--- config.mk ---
export PLATFORM = sky130hd
export DESIGN_NAME = simd_alu
export DESIGN_NICKNAME = d
export VERILOG_FILES = /design/src/simd_pkg.sv /design/src/rdyack_forward.sv /design/src/simd_alu.sv
export SDC_FILE = /design/constraint.sdc
export NUM_CORES = 2
export LEC_CHECK = 0
export BUFFER_PORTS_ARGS = -buffer_cell sky130_fd_sc_hd__clkbuf_2
export CORE_ASPECT_RATIO = 1.4
export CORE_UTILIZATION = 25
export DETAILED_ROUTE_END_ITERATION = 16
export SETUP_SLACK_MARGIN = 0.02
export SLEW_MARGIN = 10
export SYNTH_ARGS = -nofsm -noshare
export SYNTH_HDL_FRONTEND = slang
export SYNTH_HIERARCHICAL = 1
export SYNTH_SLANG_ARGS = --single-unit
--- constraint.sdc ---
create_clock -name i_clk -period 31.5 [get_ports i_clk]
set_clock_uncertainty 0.05 [all_clocks]
set_input_delay 4.725 -clock i_clk [delete_from_list [all_inputs] [get_ports i_clk]]
set_output_delay 4.725 -clock i_clk [all_outputs]
set_load 0.01 [all_outputs]
--- src/simd_pkg.sv ---
// shared sizes, instruction, op and result formats of the SIMD warp core
// 4 lanes of 16 bits, 64-word register SRAM shared by at most 8 warps
`default_nettype none

package simd_pkg;

	// ==============================
	// sizes
	// ==============================
	localparam int VDIM = 4;
	localparam int DBW = 16;
	// register number inside one warp
	localparam int REG_ABW = 3;
	// reg_per_warp may reach 2**REG_ABW, so one extra bit
	localparam int RPW_BW = REG_ABW + 1;
	localparam int SRAM_NWORD = 64;
	localparam int SRAM_ABW = $clog2(SRAM_NWORD);
	localparam int MAX_WARP = 8;
	localparam int WID_BW = $clog2(MAX_WARP);
	localparam int CONST_LUT = 4;

	// one SRAM word or one result with lane 0 in the low bits
	typedef logic [VDIM-1:0][DBW-1:0] lane_vec_t;
	typedef logic [CONST_LUT-1:0][DBW-1:0] const_lut_t;

	// ==============================
	// encodings
	// ==============================
	typedef enum logic [2:0] {
		OP_MAD = 3'd0,
		OP_ADD = 3'd1,
		OP_SUB = 3'd2,
		OP_MAX = 3'd3,
		OP_MIN = 3'd4,
		OP_AND = 3'd5,
		OP_OR  = 3'd6,
		OP_XOR = 3'd7
	} simd_op_e;

	// where an ALU operand comes from
	typedef enum logic [1:0] {
		SRC_CONST = 2'd0,
		SRC_REG   = 2'd1,
		SRC_TEMP  = 2'd2
	} src_sel_e;

	// source fields are 0xxxx direct, 100xx lut, 101xx temp, 11rrr register
	typedef struct packed {
		simd_op_e           opcode;
		logic [4:0]         shamt;
		logic               to_reg;
		logic               to_temp;
		logic [REG_ABW-1:0] dst;
		logic [4:0]         src_a;
		logic [4:0]         src_b;
		logic [4:0]         src_c;
	} simd_inst_t;

	// decoded op, operand stage to ALU
	typedef struct packed {
		simd_op_e            opcode;
		logic [4:0]          shamt;
		src_sel_e            sel_a;
		src_sel_e            sel_b;
		src_sel_e            sel_c;
		logic [DBW-1:0]      const_a;
		logic [DBW-1:0]      const_b;
		logic [DBW-1:0]      const_c;
		logic                to_reg;
		logic                to_temp;
		logic [SRAM_ABW-1:0] waddr;
	} simd_op_t;

	typedef struct packed {
		lane_vec_t           lanes;
		logic [SRAM_ABW-1:0] waddr;
		logic                to_reg;
	} simd_result_t;

endpackage

`default_nettype wire

--- src/rdyack_forward.sv ---
// valid flag of a one-slot stage on a rdy/ack stream
// data registers live in the user module, enabled by o_src_ack
`timescale 1ns/1ps
`default_nettype none

module rdyack_forward (
	input  logic i_clk,
	input  logic i_rst_n,
	input  logic i_src_rdy,
	output logic o_src_ack,
	output logic o_dst_rdy,
	input  logic i_dst_ack
);

	// take new data when empty or drained this cycle
	assign o_src_ack = i_src_rdy && (!o_dst_rdy || i_dst_ack);

	always_ff @(posedge i_clk) begin
		if (!i_rst_n) begin
			o_dst_rdy <= 1'b0;
		end else begin
			// full after a load, empty after a drain with no refill
			o_dst_rdy <= o_src_ack || (o_dst_rdy && !i_dst_ack);
		end
	end

	// the sink only acks a slot that holds data
	a_ack_needs_rdy: assert property (@(posedge i_clk) disable iff (!i_rst_n)
		i_dst_ack |-> o_dst_rdy);

endmodule

`default_nettype wire

--- src/simd_alu.sv ---
// lane-wise signed ALU with arithmetic right shift, 16-bit wrap
// rdata must be the word read for the op now offered
`timescale 1ns/1ps
`default_nettype none

module simd_alu import simd_pkg::*; (
	input  logic                i_clk,
	input  logic                i_rst_n,
	// decoded op
	input  logic                i_op_rdy,
	output logic                o_op_ack,
	input  simd_op_t            i_op,
	input  lane_vec_t           i_rdata,
	// write back
	output logic                o_we,
	output logic [SRAM_ABW-1:0] o_waddr,
	output lane_vec_t           o_wdata,
	// result stream
	output logic                o_res_rdy,
	input  logic                i_res_ack,
	output simd_result_t        o_res
);

	// ==============================
	// lane helpers
	// ==============================
	// constants are broadcast to all lanes
	function automatic logic [DBW-1:0] pick_opnd(
		input src_sel_e       sel,
		input logic [DBW-1:0] cst,
		input logic [DBW-1:0] rd,
		input logic [DBW-1:0] tmp
	);
		case (sel)
			SRC_REG:  return rd;
			SRC_TEMP: return tmp;
			default:  return cst;
		endcase
	endfunction

	function automatic logic signed [DBW-1:0] alu_lane(
		input simd_op_e              op,
		input logic signed [DBW-1:0] a,
		input logic signed [DBW-1:0] b,
		input logic signed [DBW-1:0] c
	);
		case (op)
			OP_MAD:  return a * b + c;
			OP_ADD:  return a + b + c;
			OP_SUB:  return a - b + c;
			OP_MAX:  return (a > b) ? a : b;
			OP_MIN:  return (a < b) ? a : b;
			OP_AND:  return a & b & c;
			OP_OR:   return a | b | c;
			default: return a ^ b ^ c;
		endcase
	endfunction

	// ==============================
	// internal
	// ==============================
	lane_vec_t opnd_a;
	lane_vec_t opnd_b;
	lane_vec_t opnd_c;
	lane_vec_t alu_out;
	// single temp slot shared by all warps
	lane_vec_t temp;

	rdyack_forward u_fwd (
		.i_clk     (i_clk),
		.i_rst_n   (i_rst_n),
		.i_src_rdy (i_op_rdy),
		.o_src_ack (o_op_ack),
		.o_dst_rdy (o_res_rdy),
		.i_dst_ack (i_res_ack)
	);

	always_comb begin
		for (int l = 0; l < VDIM; l++) begin
			opnd_a[l] = pick_opnd(i_op.sel_a, i_op.const_a, i_rdata[l], temp[l]);
			opnd_b[l] = pick_opnd(i_op.sel_b, i_op.const_b, i_rdata[l], temp[l]);
			opnd_c[l] = pick_opnd(i_op.sel_c, i_op.const_c, i_rdata[l], temp[l]);
			// signed return makes the shift fill with the sign bit
			alu_out[l] = alu_lane(i_op.opcode, opnd_a[l], opnd_b[l], opnd_c[l])
				>>> i_op.shamt;
		end
	end

	// write back lands on the op accept edge
	assign o_we = o_op_ack && i_op.to_reg;
	assign o_waddr = i_op.waddr;
	assign o_wdata = alu_out;

	// ==============================
	// sequential
	// ==============================
	always_ff @(posedge i_clk) begin
		if (!i_rst_n) begin
			temp <= '0;
		end else if (o_op_ack && i_op.to_temp) begin
			temp <= alu_out;
		end
	end

	always_ff @(posedge i_clk) begin
		if (o_op_ack) begin
			o_res.lanes  <= alu_out;
			o_res.waddr  <= i_op.waddr;
			o_res.to_reg <= i_op.to_reg;
		end
	end

endmodule

`default_nettype wire

==> impl.org <==
** Outcome
- The flow ran to the end, but the final reports show violations.
- Failing checks :: capacitance limit, slew limit

** Yosys
- Yosys printed 6 warnings.
- Adder-Cell Fraction of Synth Area :: 37.2%
- The cell count after synthesis came out at 6,052.
- In the synthesized netlist the dominant register cell turns out to be sky130_fd_sc_hd__edfxtp_1.
- In the synthesized netlist the async set-or-reset flop fraction comes to 0%.
- Of the total synthesized cell area, the portion taken by AND, OR, NAND and NOR gates is 14.7%.
- In this run the mean area of a mapped cell was 7.92 µm².
- The mapped netlist covers 47,900 µm².
- In this run, synthesis inferred 71 flip-flops with an integrated enable.
- The portion of synthesized area spent on multiplexers is 4.14%.
- Sequential share of the synthesized area :: 7.16%
- Xor-xnor portion of the synthesized cell area :: 4.88%
- Seq cells post-synth :: 136
- The synthesized netlist devotes 19.9% of its cell area to compound gates.
- Netlist cell types :: 104
- Main combinational cell family by area after synthesis :: adder cells
- Net count after synthesis :: 7,298

** Die
- During I/O placement, the number of pins put on the boundary was 282.
- Vertical die dimension :: 520 µm
- Initial core utilization :: 25.2%
- The floorplan step defined a die boundary enclosing 193,000 µm².
- Core Box Area :: 190,000 µm²
- From left edge to right edge, the die measures 372 µm.
- Row generation in the floorplan step produced 189 rows.

** STA
- At the pin with the least slew margin, the transition time is 1.53 ns.
- Slew HR :: -2.43%
- Clock period minus final worst setup slack :: 20.13 ns
- Sum of negative setup slack :: 0 ns
- Crit share post-route :: 63.9%
- Final setup vio count :: 0
- Timing would allow up to 49.7 MHz.
- Max-slew violations :: 5
- Setup repair after global routing left no endpoint under its margin.
- The number of endpoints with negative hold slack in the final report was 0.
- The tightest hold path in the finished design has a slack of 0.485 ns.

** Drt
- The detailed router finished its first iteration with 6,230 violations.
- Total number of vias :: 48,400
- DRT Pass-1 Iters :: 9
- In the routed design, unresolved DRC markers number 0.
- Once detail routing completed, the nets flagged for antenna violations numbered 0.
- Number of vias per cell :: 5.58
- Average wire length per cell after detail routing :: 29.7 µm
- Summed over all layers, the routed wires come to 258,000 µm.

** Clock tree
- Clk sink count :: 136
- Clock input transition at the sequential cells of the worst setup and hold paths :: 0.08 ns
- After clock tree synthesis, the flow added hold-fix buffers numbering 0.
- The clock passes through at most 2 buffers.
- In this run, CTS created clock tree buffers numbering 17.
- Clock latency on the worst-skew pair :: 0.46 ns
- In this run the clock root is driven by a sky130_fd_sc_hd__clkbuf_16.
- The H-tree generated during clock tree synthesis spans 4 levels.
- Gates resized during post-CTS repair numbered 0.
- TritonCTS built the clock tree.
- Post-CTS setup buffer count :: 0

** Cells and area
- Final net count :: 7,394
- From synthesis to final layout, the design area changed by 9.88%.
- Finished Core Util :: 27.7%
- Summing all non-filler instances in the final layout gives an area of 52,700 µm².
- Fraction of layout cells with a size suffix above 1 :: 9.48%

** Critical path
- Worst Path Class, Setup :: input port to output port
- Maximum net fanout on the critical path :: 55
- The worst setup path is launched from an input port.
- For this design, the slowest cell found on the critical path is sky130_fd_sc_hd__xnor2_1.
- Arrival time reported for the critical path endpoint :: 15.35 ns
- Crit end category :: output port
- Maximum cell stage delay along the critical path :: 0.97 ns
- At the worst endpoint, the required time is 26.73 ns.

** Placed design
- Routability-driven placement finished with a final weighted congestion of 1.12.
- Once detailed placement completed, the half-perimeter wirelength came to 203,000 µm.
- Count of port buffers added during placement :: 281
- Post-DP Area :: 52,000 µm²

** GRT
- Number of antenna violations at the first check in global routing :: 37
- Global routing finished with a remaining overflow of 0.
- Global routing used 39.9% of the available met2 tracks.
- Met1 track utilization from global routing :: 28.2%
- Routing layer with the top usage in global route :: met2
- First-pass GRT wire length :: 357,000 µm
- Number of global-route vias before repair :: 48,400
- Combined global-route utilization of all metal layers :: 25.9%
- Entering global routing, the biggest net connects 68 pins.
- For this run, global-route usage on met3 was measured as 8.30%.

** Worst hold path
- The tightest min-delay check is of the flip-flop to flip-flop type.

** Job
- Max-cap viol count :: 1
## through the flow
step,setup slack (ns),instances
after global placement,11.86,8609
after global routing,11.20,8645
after detailed placement,11.82,8609
final,11.37,8660
after CTS,11.82,8641
after floorplan,14.02,6052
## state kept, by name, indices dropped and copies added (netlist names)
register / count
temp: 64
u_fwd/o_dst_rdy: 1
o_res: 71
## layout make-up
class / count / area, µm²
antenna: 16 / 40.0
clock buffer: 18 / 439
clock inverter: 14 / 126
fill: 20600 / 137000
inverter: 1149 / 4320
multi-input combinational: 4447 / 38900
sequential: 136 / 3430
tap: 2483 / 3110
timing repair buffer: 397 / 2280
## worst paths after layout
check,cells past startpoint,to,start,slack (ns)
min reg2reg,2,temp[63],temp[63],0.49
max,33,o_wdata[9],i_op[58],11.37
min,2,temp[63],temp[63],0.49
max reg2reg,27,o_res[16],temp[5],21.59
## cells in the mapped netlist, types with 16 or more instances
master | count | area (µm²)
sky130_fd_sc_hd__a211o_1 | 19 | 166
sky130_fd_sc_hd__a211oi_1 | 46 | 345
sky130_fd_sc_hd__a21o_1 | 61 | 458
sky130_fd_sc_hd__a21oi_1 | 314 | 1570
sky130_fd_sc_hd__a221o_1 | 151 | 1510
sky130_fd_sc_hd__a221oi_1 | 89 | 780
sky130_fd_sc_hd__a22oi_1 | 36 | 270
sky130_fd_sc_hd__a31oi_1 | 43 | 269
sky130_fd_sc_hd__and2_1 | 99 | 619
sky130_fd_sc_hd__and3_1 | 22 | 138
sky130_fd_sc_hd__buf_1 | 30 | 113
sky130_fd_sc_hd__buf_2 | 38 | 190
sky130_fd_sc_hd__buf_4 | 23 | 173
sky130_fd_sc_hd__clkbuf_1 | 216 | 811
sky130_fd_sc_hd__clkinv_1 | 22 | 82.6
sky130_fd_sc_hd__dfxtp_1 | 65 | 1300
sky130_fd_sc_hd__edfxtp_1 | 71 | 2130
sky130_fd_sc_hd__fa_1 | 526 | 10500
sky130_fd_sc_hd__ha_1 | 582 | 7280
sky130_fd_sc_hd__inv_1 | 1094 | 4110
sky130_fd_sc_hd__inv_2 | 31 | 116
sky130_fd_sc_hd__mux2_2 | 30 | 338
sky130_fd_sc_hd__mux2i_1 | 133 | 1330
sky130_fd_sc_hd__nand2_1 | 438 | 1640
sky130_fd_sc_hd__nand2b_1 | 69 | 432
sky130_fd_sc_hd__nand3_1 | 42 | 210
sky130_fd_sc_hd__nand4_1 | 16 | 100
sky130_fd_sc_hd__nor2_1 | 674 | 2530
sky130_fd_sc_hd__nor2b_1 | 57 | 357
sky130_fd_sc_hd__nor3_1 | 75 | 375
sky130_fd_sc_hd__nor4_1 | 25 | 156
sky130_fd_sc_hd__o211ai_1 | 30 | 225
sky130_fd_sc_hd__o21a_1 | 50 | 375
sky130_fd_sc_hd__o21ai_0 | 201 | 1010
sky130_fd_sc_hd__o21bai_1 | 25 | 188
sky130_fd_sc_hd__o221ai_1 | 20 | 175
sky130_fd_sc_hd__o22ai_1 | 43 | 269
sky130_fd_sc_hd__o31ai_1 | 22 | 165
sky130_fd_sc_hd__o32ai_1 | 16 | 140
sky130_fd_sc_hd__xnor2_1 | 166 | 1450
sky130_fd_sc_hd__xnor3_1 | 18 | 405
sky130_fd_sc_hd__xor2_1 | 51 | 447
## critical path, delay by kind of cell
kind	cells	cell delay, ns
adder cells (fa/ha/maj)	8	3.90
AO/OA/AOI/OAI	9	2.32
buffers and inverters	10	1.93
AND/OR/NAND/NOR	5	1.37
XOR/XNOR	1	0.97
## per-layer routing
layer | wire, µm | part of all wire, %
met1 | 87900 | 34
met2 | 113000 | 44
met3 | 27400 | 11
met4 | 29300 | 11
met5 | 246 | 0.096
## placed cells by master (no fill, tap or decap), types with 89 or more instances in the layout
cell type,Yosys,routed
sky130_fd_sc_hd__o21ai_0,201,200
sky130_fd_sc_hd__a21oi_1,314,313
sky130_fd_sc_hd__clkbuf_2,0,280
sky130_fd_sc_hd__xnor2_1,166,166
sky130_fd_sc_hd__ha_1,582,576
sky130_fd_sc_hd__fa_1,526,526
sky130_fd_sc_hd__inv_1,1094,1093
sky130_fd_sc_hd__a221o_1,151,151
sky130_fd_sc_hd__nor2_1,674,668
sky130_fd_sc_hd__a221oi_1,89,89
sky130_fd_sc_hd__nand2_1,438,437
sky130_fd_sc_hd__and2_1,99,98
sky130_fd_sc_hd__mux2i_1,133,133
sky130_fd_sc_hd__buf_4,23,117
## kinds of logic (layout without fill, tap and decap cells)
| group | after synthesis | count (layout) |
|---|---|---|
| simple gates | 1582 | 1582 |
| buf+inv | 1469 | 1578 |
| compound gates | 1343 | 1343 |
| fa+ha+maj | 1108 | 1108 |
| xor+xnor | 237 | 237 |
| mux | 177 | 177 |
| flops | 136 | 136 |
| other cells | 0 | 16 |
Power is not shown: default switching activity piles up to over one toggle a cycle in this logic, so the estimate is an artifact.
