`config.mk`:
```
export PLATFORM = sky130hd
export DESIGN_NAME = simd_operand
export DESIGN_NICKNAME = d
export VERILOG_FILES = /design/src/simd_pkg.sv /design/src/rdyack_forward.sv /design/src/simd_operand.sv
export SDC_FILE = /design/constraint.sdc
export NUM_CORES = 1
export LEC_CHECK = 0
export ABC_AREA = 1
export BUFFER_PORTS_ARGS = -buffer_cell sky130_fd_sc_hd__buf_2
export CAP_MARGIN = 20
export CORE_ASPECT_RATIO = 1.75
export CORE_MARGIN = 3
export CORE_UTILIZATION = 35
export DETAILED_ROUTE_END_ITERATION = 7
export SYNTH_ARGS = -nofsm -noshare
export SYNTH_HDL_FRONTEND = slang
export SYNTH_SLANG_ARGS = --single-unit
```
`constraint.sdc`:
```
create_clock -name i_clk -period 2.7 [get_ports i_clk]
set_input_delay 0.54 -clock i_clk [delete_from_list [all_inputs] [get_ports i_clk]]
set_output_delay 0.54 -clock i_clk [all_outputs]
set_load 0.02 [all_outputs]
```
`src/simd_pkg.sv`:
```
// shared sizes, instruction, op and result formats of the SIMD warp core
// 4 lanes of 16 bits, 64-word register SRAM shared by at most 8 warps
`default_nettype none

package simd_pkg;

	// ==============================
	// sizes
	// ==============================
	localparam int VDIM = 4;
	localparam int DBW = 16;
	// register number inside one warp
	localparam int REG_ABW = 3;
	// reg_per_warp may reach 2**REG_ABW, so one extra bit
	localparam int RPW_BW = REG_ABW + 1;
	localparam int SRAM_NWORD = 64;
	localparam int SRAM_ABW = $clog2(SRAM_NWORD);
	localparam int MAX_WARP = 8;
	localparam int WID_BW = $clog2(MAX_WARP);
	localparam int CONST_LUT = 4;

	// one SRAM word or one result with lane 0 in the low bits
	typedef logic [VDIM-1:0][DBW-1:0] lane_vec_t;
	typedef logic [CONST_LUT-1:0][DBW-1:0] const_lut_t;

	// ==============================
	// encodings
	// ==============================
	typedef enum logic [2:0] {
		OP_MAD = 3'd0,
		OP_ADD = 3'd1,
		OP_SUB = 3'd2,
		OP_MAX = 3'd3,
		OP_MIN = 3'd4,
		OP_AND = 3'd5,
		OP_OR  = 3'd6,
		OP_XOR = 3'd7
	} simd_op_e;

	// where an ALU operand comes from
	typedef enum logic [1:0] {
		SRC_CONST = 2'd0,
		SRC_REG   = 2'd1,
		SRC_TEMP  = 2'd2
	} src_sel_e;

	// source fields are 0xxxx direct, 100xx lut, 101xx temp, 11rrr register
	typedef struct packed {
		simd_op_e           opcode;
		logic [4:0]         shamt;
		logic               to_reg;
		logic               to_temp;
		logic [REG_ABW-1:0] dst;
		logic [4:0]         src_a;
		logic [4:0]         src_b;
		logic [4:0]         src_c;
	} simd_inst_t;

	// decoded op, operand stage to ALU
	typedef struct packed {
		simd_op_e            opcode;
		logic [4:0]          shamt;
		src_sel_e            sel_a;
		src_sel_e            sel_b;
		src_sel_e            sel_c;
		logic [DBW-1:0]      const_a;
		logic [DBW-1:0]      const_b;
		logic [DBW-1:0]      const_c;
		logic                to_reg;
		logic                to_temp;
		logic [SRAM_ABW-1:0] waddr;
	} simd_op_t;

	typedef struct packed {
		lane_vec_t           lanes;
		logic [SRAM_ABW-1:0] waddr;
		logic                to_reg;
	} simd_result_t;

endpackage

`default_nettype wire

```
`src/rdyack_forward.sv`:
```
// valid flag of a one-slot stage on a rdy/ack stream
// data registers live in the user module, enabled by o_src_ack
`timescale 1ns/1ps
`default_nettype none

module rdyack_forward (
	input  logic i_clk,
	input  logic i_rst_n,
	input  logic i_src_rdy,
	output logic o_src_ack,
	output logic o_dst_rdy,
	input  logic i_dst_ack
);

	// take new data when empty or drained this cycle
	assign o_src_ack = i_src_rdy && (!o_dst_rdy || i_dst_ack);

	always_ff @(posedge i_clk) begin
		if (!i_rst_n) begin
			o_dst_rdy <= 1'b0;
		end else begin
			// full after a load, empty after a drain with no refill
			o_dst_rdy <= o_src_ack || (o_dst_rdy && !i_dst_ack);
		end
	end

	// the sink only acks a slot that holds data
	a_ack_needs_rdy: assert property (@(posedge i_clk) disable iff (!i_rst_n)
		i_dst_ack |-> o_dst_rdy);

endmodule

`default_nettype wire

```
`src/simd_operand.sv`:
```
// decodes the three source fields, issues the one register read per instruction
// at most one source may name a register; rdata is expected one cycle after ack
`timescale 1ns/1ps
`default_nettype none

module simd_operand import simd_pkg::*; (
	input  logic                i_clk,
	input  logic                i_rst_n,
	// instruction stream
	input  logic                i_inst_rdy,
	output logic                o_inst_ack,
	input  simd_inst_t          i_inst,
	input  logic [WID_BW-1:0]   i_wid,
	// static levels
	input  const_lut_t          i_consts,
	input  logic [RPW_BW-1:0]   i_reg_per_warp,
	// decoded op to the ALU
	output logic                o_op_rdy,
	input  logic                i_op_ack,
	output simd_op_t            o_op,
	// register SRAM read, not bundled with op
	output logic                o_reg_re,
	output logic [SRAM_ABW-1:0] o_reg_raddr
);

	// ==============================
	// decode helpers
	// ==============================
	function automatic src_sel_e src_sel(input logic [4:0] src);
		casez (src)
			5'b0????: return SRC_CONST;
			5'b100??: return SRC_CONST;
			5'b101??: return SRC_TEMP;
			default:  return SRC_REG;
		endcase
	endfunction

	// non-constant sources keep the old constant
	function automatic logic [DBW-1:0] src_const(
		input logic [4:0]     src,
		input logic [DBW-1:0] prev,
		input const_lut_t     consts
	);
		casez (src)
			5'b0????: return DBW'(src[3:0]);
			5'b100??: return consts[src[1:0]];
			default:  return prev;
		endcase
	endfunction

	// ==============================
	// internal
	// ==============================
	src_sel_e            sel_a_w;
	src_sel_e            sel_b_w;
	src_sel_e            sel_c_w;
	logic                reg_a;
	logic                reg_b;
	logic                reg_c;
	logic [REG_ABW-1:0]  reg_idx;
	// address of register 0 of this warp
	logic [SRAM_ABW-1:0] reg_base;
	logic [SRAM_ABW-1:0] waddr_w;

	rdyack_forward u_fwd (
		.i_clk     (i_clk),
		.i_rst_n   (i_rst_n),
		.i_src_rdy (i_inst_rdy),
		.o_src_ack (o_inst_ack),
		.o_dst_rdy (o_op_rdy),
		.i_dst_ack (i_op_ack)
	);

	// ==============================
	// combinational
	// ==============================
	assign sel_a_w = src_sel(i_inst.src_a);
	assign sel_b_w = src_sel(i_inst.src_b);
	assign sel_c_w = src_sel(i_inst.src_c);
	assign reg_a = (sel_a_w == SRC_REG);
	assign reg_b = (sel_b_w == SRC_REG);
	assign reg_c = (sel_c_w == SRC_REG);

	// register field of the one register source
	always_comb begin
		reg_idx = '0;
		if (reg_a) begin
			reg_idx = i_inst.src_a[REG_ABW-1:0];
		end else if (reg_b) begin
			reg_idx = i_inst.src_b[REG_ABW-1:0];
		end else if (reg_c) begin
			reg_idx = i_inst.src_c[REG_ABW-1:0];
		end
	end

	// warps are packed back to back in the SRAM
	assign reg_base = SRAM_ABW'(i_wid) * SRAM_ABW'(i_reg_per_warp);
	assign o_reg_raddr = reg_base + SRAM_ABW'(reg_idx);
	assign waddr_w = reg_base + SRAM_ABW'(i_inst.dst);
	// read fires with the accept, data arrives with op_rdy
	assign o_reg_re = o_inst_ack && (reg_a || reg_b || reg_c);

	// ==============================
	// sequential
	// ==============================
	always_ff @(posedge i_clk) begin
		if (!i_rst_n) begin
			o_op <= '0;
		end else if (o_inst_ack) begin
			o_op.opcode  <= i_inst.opcode;
			o_op.shamt   <= i_inst.shamt;
			o_op.sel_a   <= sel_a_w;
			o_op.sel_b   <= sel_b_w;
			o_op.sel_c   <= sel_c_w;
			o_op.const_a <= src_const(i_inst.src_a, o_op.const_a, i_consts);
			o_op.const_b <= src_const(i_inst.src_b, o_op.const_b, i_consts);
			o_op.const_c <= src_const(i_inst.src_c, o_op.const_c, i_consts);
			o_op.to_reg  <= i_inst.to_reg;
			o_op.to_temp <= i_inst.to_temp;
			o_op.waddr   <= waddr_w;
		end
	end

	// single read port, so one register source per instruction
	a_one_reg_src: assert property (@(posedge i_clk) disable iff (!i_rst_n)
		o_inst_ack |-> $countones({reg_a, reg_b, reg_c}) <= 1);

endmodule

`default_nettype wire

```
==> flow_metrics.env, run 1 <==
export IMPL_status="finished, violations left"
export IMPL_failed_checks="setup timing"
export IMPL_cts_hold_buf=0
export IMPL_timing_final_ws_setup_ns=-0.3135
export IMPL_powerDensity_mw_per_mm2=492.3
export IMPL_maxCapViolCount=0
export IMPL_finalNonFillerCells=1128
export IMPL_tightest_slew_ns=0.5460
export IMPL_hpwl_mm=13.81
export IMPL_dieArea_sq_mm=0.01518
export IMPL_routed_wl_mm=18.47
export IMPL_cts_tree="built"
export IMPL_nets=1066
export IMPL_p_leak_nw=3.216
export IMPL_slew_viol_final=0
export IMPL_dr_total_vias=5761
export IMPL_numCtsBuffers=9
export IMPL_post_drt_via_cell_ratio=5.107
export IMPL_drt_antenna_violating_nets=0
export IMPL_insertion_delay_ns=0.33
export IMPL_yosysSeqAreaShare=0.2967
export IMPL_crit_arrival_ns=2.47
export IMPL_place_congestion=0.8961
export IMPL_synth_warnings=0
export IMPL_port_buffers=181
export IMPL_startpoint_type="primary input"
export IMPL_clock_sinks=71
export IMPL_syn_nets=860
export IMPL_die_w_um=94.44
export IMPL_whs_ns=0.4575
export IMPL_worst_setup_path_type="in -> out"
export IMPL_skew_ns=0.004164
export IMPL_ys_ff_latch=71
export IMPL_grt_overflow_total=0
export IMPL_post_route_util=0.5027
export IMPL_drtIter0Drc=267
export IMPL_max_slew_margin=0.6338
export IMPL_grt_max_degree=50
export IMPL_fill_cells=1460
export IMPL_grt_pass1_vias=5529
export IMPL_setup_tns_final_ns=-0.8722
export IMPL_avgSynthCellArea_sq_um=6.465
export IMPL_crit_path_end_kind="primary output"
export IMPL_syn_inst=741
export IMPL_cts_root_buf="clkbuf_16"
export IMPL_antenna_found_initial=5
export IMPL_hold_viol=0
export IMPL_critPathMaxFanout=3
export IMPL_wire_per_inst_um=16.37
export IMPL_fmax_ghz=0.3318
export IMPL_placedCellCount=1100
export IMPL_final_period_utilization=1.116
export IMPL_cts_buffer_depth=2
export IMPL_ios=182
export IMPL_rsz0062_at_grt="true"
export IMPL_grt_usage=0.2368
export IMPL_cp_required_ns=2.16
export IMPL_setup_viol=4
export IMPL_fin_crit_ns=3.013
export IMPL_coreArea_sq_mm=0.01338
export IMPL_firstDrtPassIters=5
export IMPL_rows=56
export IMPL_netlist_area_sq_mm=0.004791
export IMPL_synth_cell_type_count=31
export IMPL_drive_above_1_share=0.3403
export IMPL_irDropWorstVdd_v=0.0003080
export IMPL_hold_class="in -> reg"
export IMPL_h_tree_depth=3
export IMPL_grt_pass1_wl_mm=27.78
export IMPL_start_util=0.3580
export IMPL_drcViolationCount=0
export IMPL_clkTransAtPathRegs_ns=0.06
export IMPL_die_height_um=160.8
export IMPL_areaGrowthSynthToFinish_pct=40.43
==> state kept, by name, indices dropped and copies added, names as in the netlist <==
signal           count
u_fwd.o_dst_rdy      1
o_op                70
==> where the power goes <==
part | internal (mW) | switching (mW) | leakage [nW]
sequential | 1.10 | 0.0237 | 0.580
combinational | 0.435 | 0.635 | 2.51
clock | 0.627 | 0.492 | 0.129
total | 2.16 | 1.15 | 3.22
==> through the flow <==
step | worst slack [ns] | instance area (sq um) | power, mW
finish | -0.3135 | 6728 | 3.312
detailed placement | -0.4086 | 6087 | 2.107
floorplan | -0.1128 | 4877 | 1.734
global placement | -0.4159 | 6087 | 2.103
global route | -0.3653 | 6725 | 3.484
CTS | -0.2715 | 6524 | 3.291
==> placed cells by master, fill, tap and decap left out, types with 3 or more instances in the layout <==
cell type and n:
nand2_4 7, buf_4 60, o211ai_1 15, nand3_1 19, a21oi_1 81, o21ai_1 28
a21oi_2 6, fa_2 3, inv_2 12, ha_1 8, nor2_1 68, a31oi_1 6
ha_4 3, inv_1 55, nand4_1 4, nand2_2 11, nand3_4 3, dfxtp_1 71
nand3_2 3, nand2_1 147, o21ai_0 118, buf_6 9, buf_8 4, buf_2 167
clkbuf_16 9, nor2_2 3, nor2_4 6
==> cell usage after synthesis <==
cell type    n  area (sq um)
a21oi_1     82         410.4
a21oi_2      5         43.79
a21oi_4      1         16.27
a31oi_1      8         50.05
buf_12       1         20.02
buf_2       20         100.1
buf_4        9         67.56
buf_6        5         56.30
clkbuf_1    10         37.54
clkinv_1     1         3.750
dfxtp_1     71          1421
fa_1         5         100.1
ha_1        11         137.6
inv_1       62         232.7
inv_2        7         26.28
nand2_1    163         611.8
nand2_2      2         12.51
nand2_4      1         11.26
nand3_1     24         120.1
nand3_4      1         17.52
nand4_1      4         25.02
nor2_1      72         270.3
nor2_2       1         6.260
nor2_4       4         45.04
nor2_8       2         40.04
o211ai_1    15         112.6
o21ai_0    119         595.6
o21ai_1     28         140.1
o22ai_1      1         6.260
xnor2_1      2         17.52
xor2_1       4         35.03
==> area by class of cell <==
type	instances	area (sq um)	area share
flip-flops and latches	71	1421	0.2113
repair buffers	240	1448	0.2152
well taps	174	217.7	0.03236
clock inverters	6	46.29	0.006881
multi-input cells	555	3093	0.4597
clock buffers	10	229.0	0.03403
inverters	70	267.8	0.03980
diodes	2	5.005	0.0007439
==> routing by layer <==
metal,GRT usage,vias up,share of wire
met1,0.2453,2632,0.35
met2,0.4246,209,0.52
met5,0,-,0.0019
met3,0.05155,47,0.071
li1,-,2865,-
met4,0.1407,8,0.053
==> worst max-delay path, stage by stage <==
cell and delay, ns:
buf_8 0.08, nand2_4 0.04, fa_1 0.56, inv_2 0.05
ha_4 0.15, inv_2 0.07, fa_2 0.48, nor2_4 0.12
nand2_2 0.07, xor2_2 0.18, buf_6 0.14
==> timing repair <==
| action | CTS | global route |
|---|---|---|
| setup buffers | 4 | 6 |
| gates cloned | 0 | 0 |
| resized for setup | 38 | 39 |
| pin swaps | 9 | 18 |
| endpoints found under the setup margin | 5 | 5 |
==> kinds of logic (layout without fill, tap and decap cells) <==
logic type | after synthesis | count (layout) | share of synthesized area
AO/OA/AOI/OAI | 259 | 259 | 0.2870
AND/OR/NAND/NOR | 274 | 274 | 0.2421
flip-flops | 71 | 71 | 0.2967
buffers and inverters | 115 | 326 | 0.1136
other | 0 | 2 | 0
adder cells (fa/ha/maj) | 16 | 16 | 0.04962
XOR/XNOR | 6 | 6 | 0.01097
==> final timing paths <==
| kind | to | slack, ns | startpoint | cells past startpoint |
|---|---|---|---|---|
| hold / removal | o_op[69] | 0.46 | i_inst[27] | 3 |
| setup / recovery | o_reg_raddr[5] | -0.31 | i_reg_per_warp[1] | 11 |
| hold reg to reg | o_op[21] | 0.46 | o_op[21] | 2 |
| setup reg to reg | o_op[4] | 1.16 | u_fwd.o_dst_rdy | 7 |
(Power assumes the default switching activity.)
==> run 2: changes to the inputs <==
--- a/config.mk
+++ b/config.mk
@@ -5,12 +5,12 @@
 export SDC_FILE = /design/constraint.sdc
 export NUM_CORES = 1
 export LEC_CHECK = 0
-export ABC_AREA = 1
 export BUFFER_PORTS_ARGS = -buffer_cell sky130_fd_sc_hd__buf_2
 export CAP_MARGIN = 20
 export CORE_ASPECT_RATIO = 1.75
 export CORE_MARGIN = 3
 export CORE_UTILIZATION = 35
+export CTS_CLUSTER_SIZE = 24
 export DETAILED_ROUTE_END_ITERATION = 7
 export SYNTH_ARGS = -nofsm -noshare
 export SYNTH_HDL_FRONTEND = slang
==> run 2 against run 1 <==
Against the previous run: the flow still finishes with violations (setup timing); routed wire length down 12%; design area down 5.4%; global-route usage down 1.5 points; clock skew up 0.00082 ns; clock-buffer cell count up 4; critical path depth unchanged; synthesized area down 5.5%; clock power up 9%; register-to-register slack worse by 0.32 ns; sequential share of layout area up 1.2 points; largest cell class unchanged; highest routed layer unchanged.
==> flow_metrics.env, run 2 <==
export IMPL_areaGrowthSynthToFinish_pct=40.47
export IMPL_critPathMaxFanout=2
export IMPL_netlist_top_cells_count="dfxtp_1 (71), a21oi_1 (50), nand2_1 (49), nor2_1 (46), a32oi_1 (36)"
export IMPL_crit_path_end_kind="primary output"
export IMPL_dr_total_vias=4528
export IMPL_synth_top_area_frac=0.3138
export IMPL_post_route_util=0.5063
export IMPL_dieArea_sq_mm=0.01440
export IMPL_cp_required_ns=2.16
export IMPL_cts_tree="built"
export IMPL_start_util=0.3604
export IMPL_routed_wl_mm=16.33
export IMPL_p_leak_nw=2.872
export IMPL_worst_setup_path_type="in -> out"
export IMPL_maxCapViolCount=0
export IMPL_cts_hold_buf=0
export IMPL_insertion_delay_ns=0.33
export IMPL_fmax_ghz=0.3095
export IMPL_clock_sinks=71
export IMPL_ios=182
export IMPL_h_tree_depth=3
export IMPL_slew_viol_final=0
export IMPL_syn_nets=554
export IMPL_final_period_utilization=1.197
export IMPL_numCtsBuffers=9
export IMPL_drt_antenna_violating_nets=0
export IMPL_placedCellCount=790
export IMPL_synth_edff_count=0
export IMPL_finalNonFillerCells=815
export IMPL_die_w_um=92.00
export IMPL_largest_register_ffs=70
export IMPL_final_common_cell="buf_2"
export IMPL_num_antenna_cells=0
export IMPL_place_congestion=0.8408
export IMPL_synth_warnings=0
export IMPL_yosysSeqAreaShare=0.3138
export IMPL_post_drt_via_cell_ratio=5.556
export IMPL_coreArea_sq_mm=0.01257
export IMPL_antenna_found_initial=1
export IMPL_avgSynthCellArea_sq_um=10.41
export IMPL_cts_buffer_depth=2
export IMPL_grt_pass1_wl_mm=24.63
export IMPL_synth_cell_type_count=43
export IMPL_fin_crit_ns=3.231
export IMPL_failed_checks="setup timing"
export IMPL_synth_compound_area_share=0.1743
export IMPL_async_reset_ff_frac=0
export IMPL_nets=761
export IMPL_wire_per_inst_um=20.04
export IMPL_grt_overflow_total=0
export IMPL_synth_xor_area_share=0.01354
export IMPL_regMostFlops="o_op"
export IMPL_port_buffers=181
export IMPL_reg_top3="o_op x70, u_fwd.o_dst_rdy x1"
export IMPL_status="finished, violations left"
export IMPL_syn_inst=435
export IMPL_skew_ns=0.004986
export IMPL_netlist_area_sq_mm=0.004529
export IMPL_max_slew_margin=0.6295
export IMPL_timing_final_ws_setup_ns=-0.5311
export IMPL_die_height_um=156.5
export IMPL_ys_ff_latch=71
export IMPL_hold_viol=0
export IMPL_powerDensity_mw_per_mm2=519.9
export IMPL_tightest_slew_ns=0.5549
export IMPL_drcViolationCount=0
export IMPL_grt_usage=0.2218
export IMPL_grt_max_degree=39
export IMPL_firstDrtPassIters=4
export IMPL_hold_class="in -> reg"
export IMPL_synth_top_family_by_area="multiplexers"
export IMPL_mostFrequentLayoutCells="buf_2 (170), dfxtp_1 (71), buf_4 (48), a21oi_1 (47)"
export IMPL_drtIter0Drc=183
export IMPL_synth_adder_area_share=0.05249
export IMPL_drive_above_1_share=0.4699
export IMPL_yosys_top_cells_area="dfxtp_1 (31%), mux4_1 (14%), mux4_2 (9.0%)"
export IMPL_muxShareOfSynthArea=0.2569
export IMPL_crit_arrival_ns=2.69
export IMPL_irDropWorstVdd_v=0.0003115
export IMPL_hpwl_mm=12.48
export IMPL_synthSimpleGateAreaFrac=0.1279
export IMPL_rows=54
export IMPL_yosysMostFrequentCell="dfxtp_1"
export IMPL_fill_cells=1212
export IMPL_grt_pass1_vias=4612
export IMPL_clkTransAtPathRegs_ns=0.05
export IMPL_setup_viol=3
export IMPL_cts_root_buf="clkbuf_16"
export IMPL_synth_main_ff_cell="dfxtp_1"
export IMPL_startpoint_type="primary input"
export IMPL_rsz0062_at_grt="true"
export IMPL_synth_top_cell_by_area="dfxtp_1"
run 2: cells by family (layout without fill, tap and decap cells):
| family | count (synthesis) | after routing |
|---|---|---|
| fa+ha+maj | 16 | 16 |
| xor+xnor | 7 | 7 |
| mux | 54 | 54 |
| flops | 71 | 71 |
| simple gates | 125 | 125 |
| buf+inv | 45 | 257 |
| compound gates | 117 | 117 |
run 2: layout make-up:
| class | count | area [sq um] | area share |
|---|---|---|---|
| Multi-Input combinational cell | 319 | 2997 | 0.4710 |
| Sequential cell | 71 | 1421 | 0.2234 |
| Timing Repair Buffer | 232 | 1389 | 0.2183 |
| Clock buffer | 14 | 274.0 | 0.04307 |
| Tap cell | 168 | 210.2 | 0.03304 |
| Clock inverter | 2 | 37.54 | 0.005900 |
| Inverter | 9 | 33.78 | 0.005310 |
run 2: metrics by stage:
step	setup TNS [ns]	setup slack, ns	total power [mW]	cell area [sq um]	hold WS, ns
CTS	-1.169	-0.4824	3.313	6305	0.4374
finish	-1.234	-0.5311	3.308	6362	0.4484
global route	-1.450	-0.5955	3.449	6362	0.4504
detailed placement	-2.262	-0.6841	2.000	5777	0.4445
floorplan	-0.6777	-0.3140	1.657	4576	0.5289
global placement	-2.005	-0.5904	1.985	5777	0.4406
run 2: critical path: stages:
cell	delay [ns]
buf_8	0.08
nand2_4	0.04
fa_1	0.55
inv_2	0.05
ha_4	0.16
inv_2	0.05
fa_2	0.44
or2_4	0.27
o211ai_1	0.20
nor2b_4	0.19
buf_6	0.12
run 2: what timing repair did:
| item | 4_1_cts | 5_1_grt |
|---|---|---|
| pin swaps | 14 | 5 |
| setup endpoints to repair | 5 | 5 |
| buffers inserted | 7 | 3 |
| gates cloned | 0 | 0 |
| gates resized for setup | 41 | 12 |
run 2: metal layers:
| metal | wire [um] | global-route usage |
|---|---|---|
| met5 | 15 | 0 |
| met4 | 523 | 0.09851 |
| met3 | 1109 | 0.04521 |
| met2 | 9217 | 0.4365 |
| met1 | 5464 | 0.2186 |
run 2: power breakdown:
group	leakage (nW)	internal, mW	total, mW	switching, mW
sequential	0.579	1.09	1.12	0.0248
combinational	2.14	0.456	0.967	0.511
clock	0.149	0.792	1.22	0.431
run 2: worst paths after layout:
kind / slack (ns) / startpoint / end / depth (start not counted)
hold reg to reg: 0.45 / o_op[57] / o_op[57] / 2
hold / removal: 0.45 / i_inst[20] / o_op[62] / 3
setup reg to reg: 0.84 / u_fwd.o_dst_rdy / o_op[59] / 6
setup / recovery: -0.53 / i_reg_per_warp[0] / o_reg_raddr[5] / 11
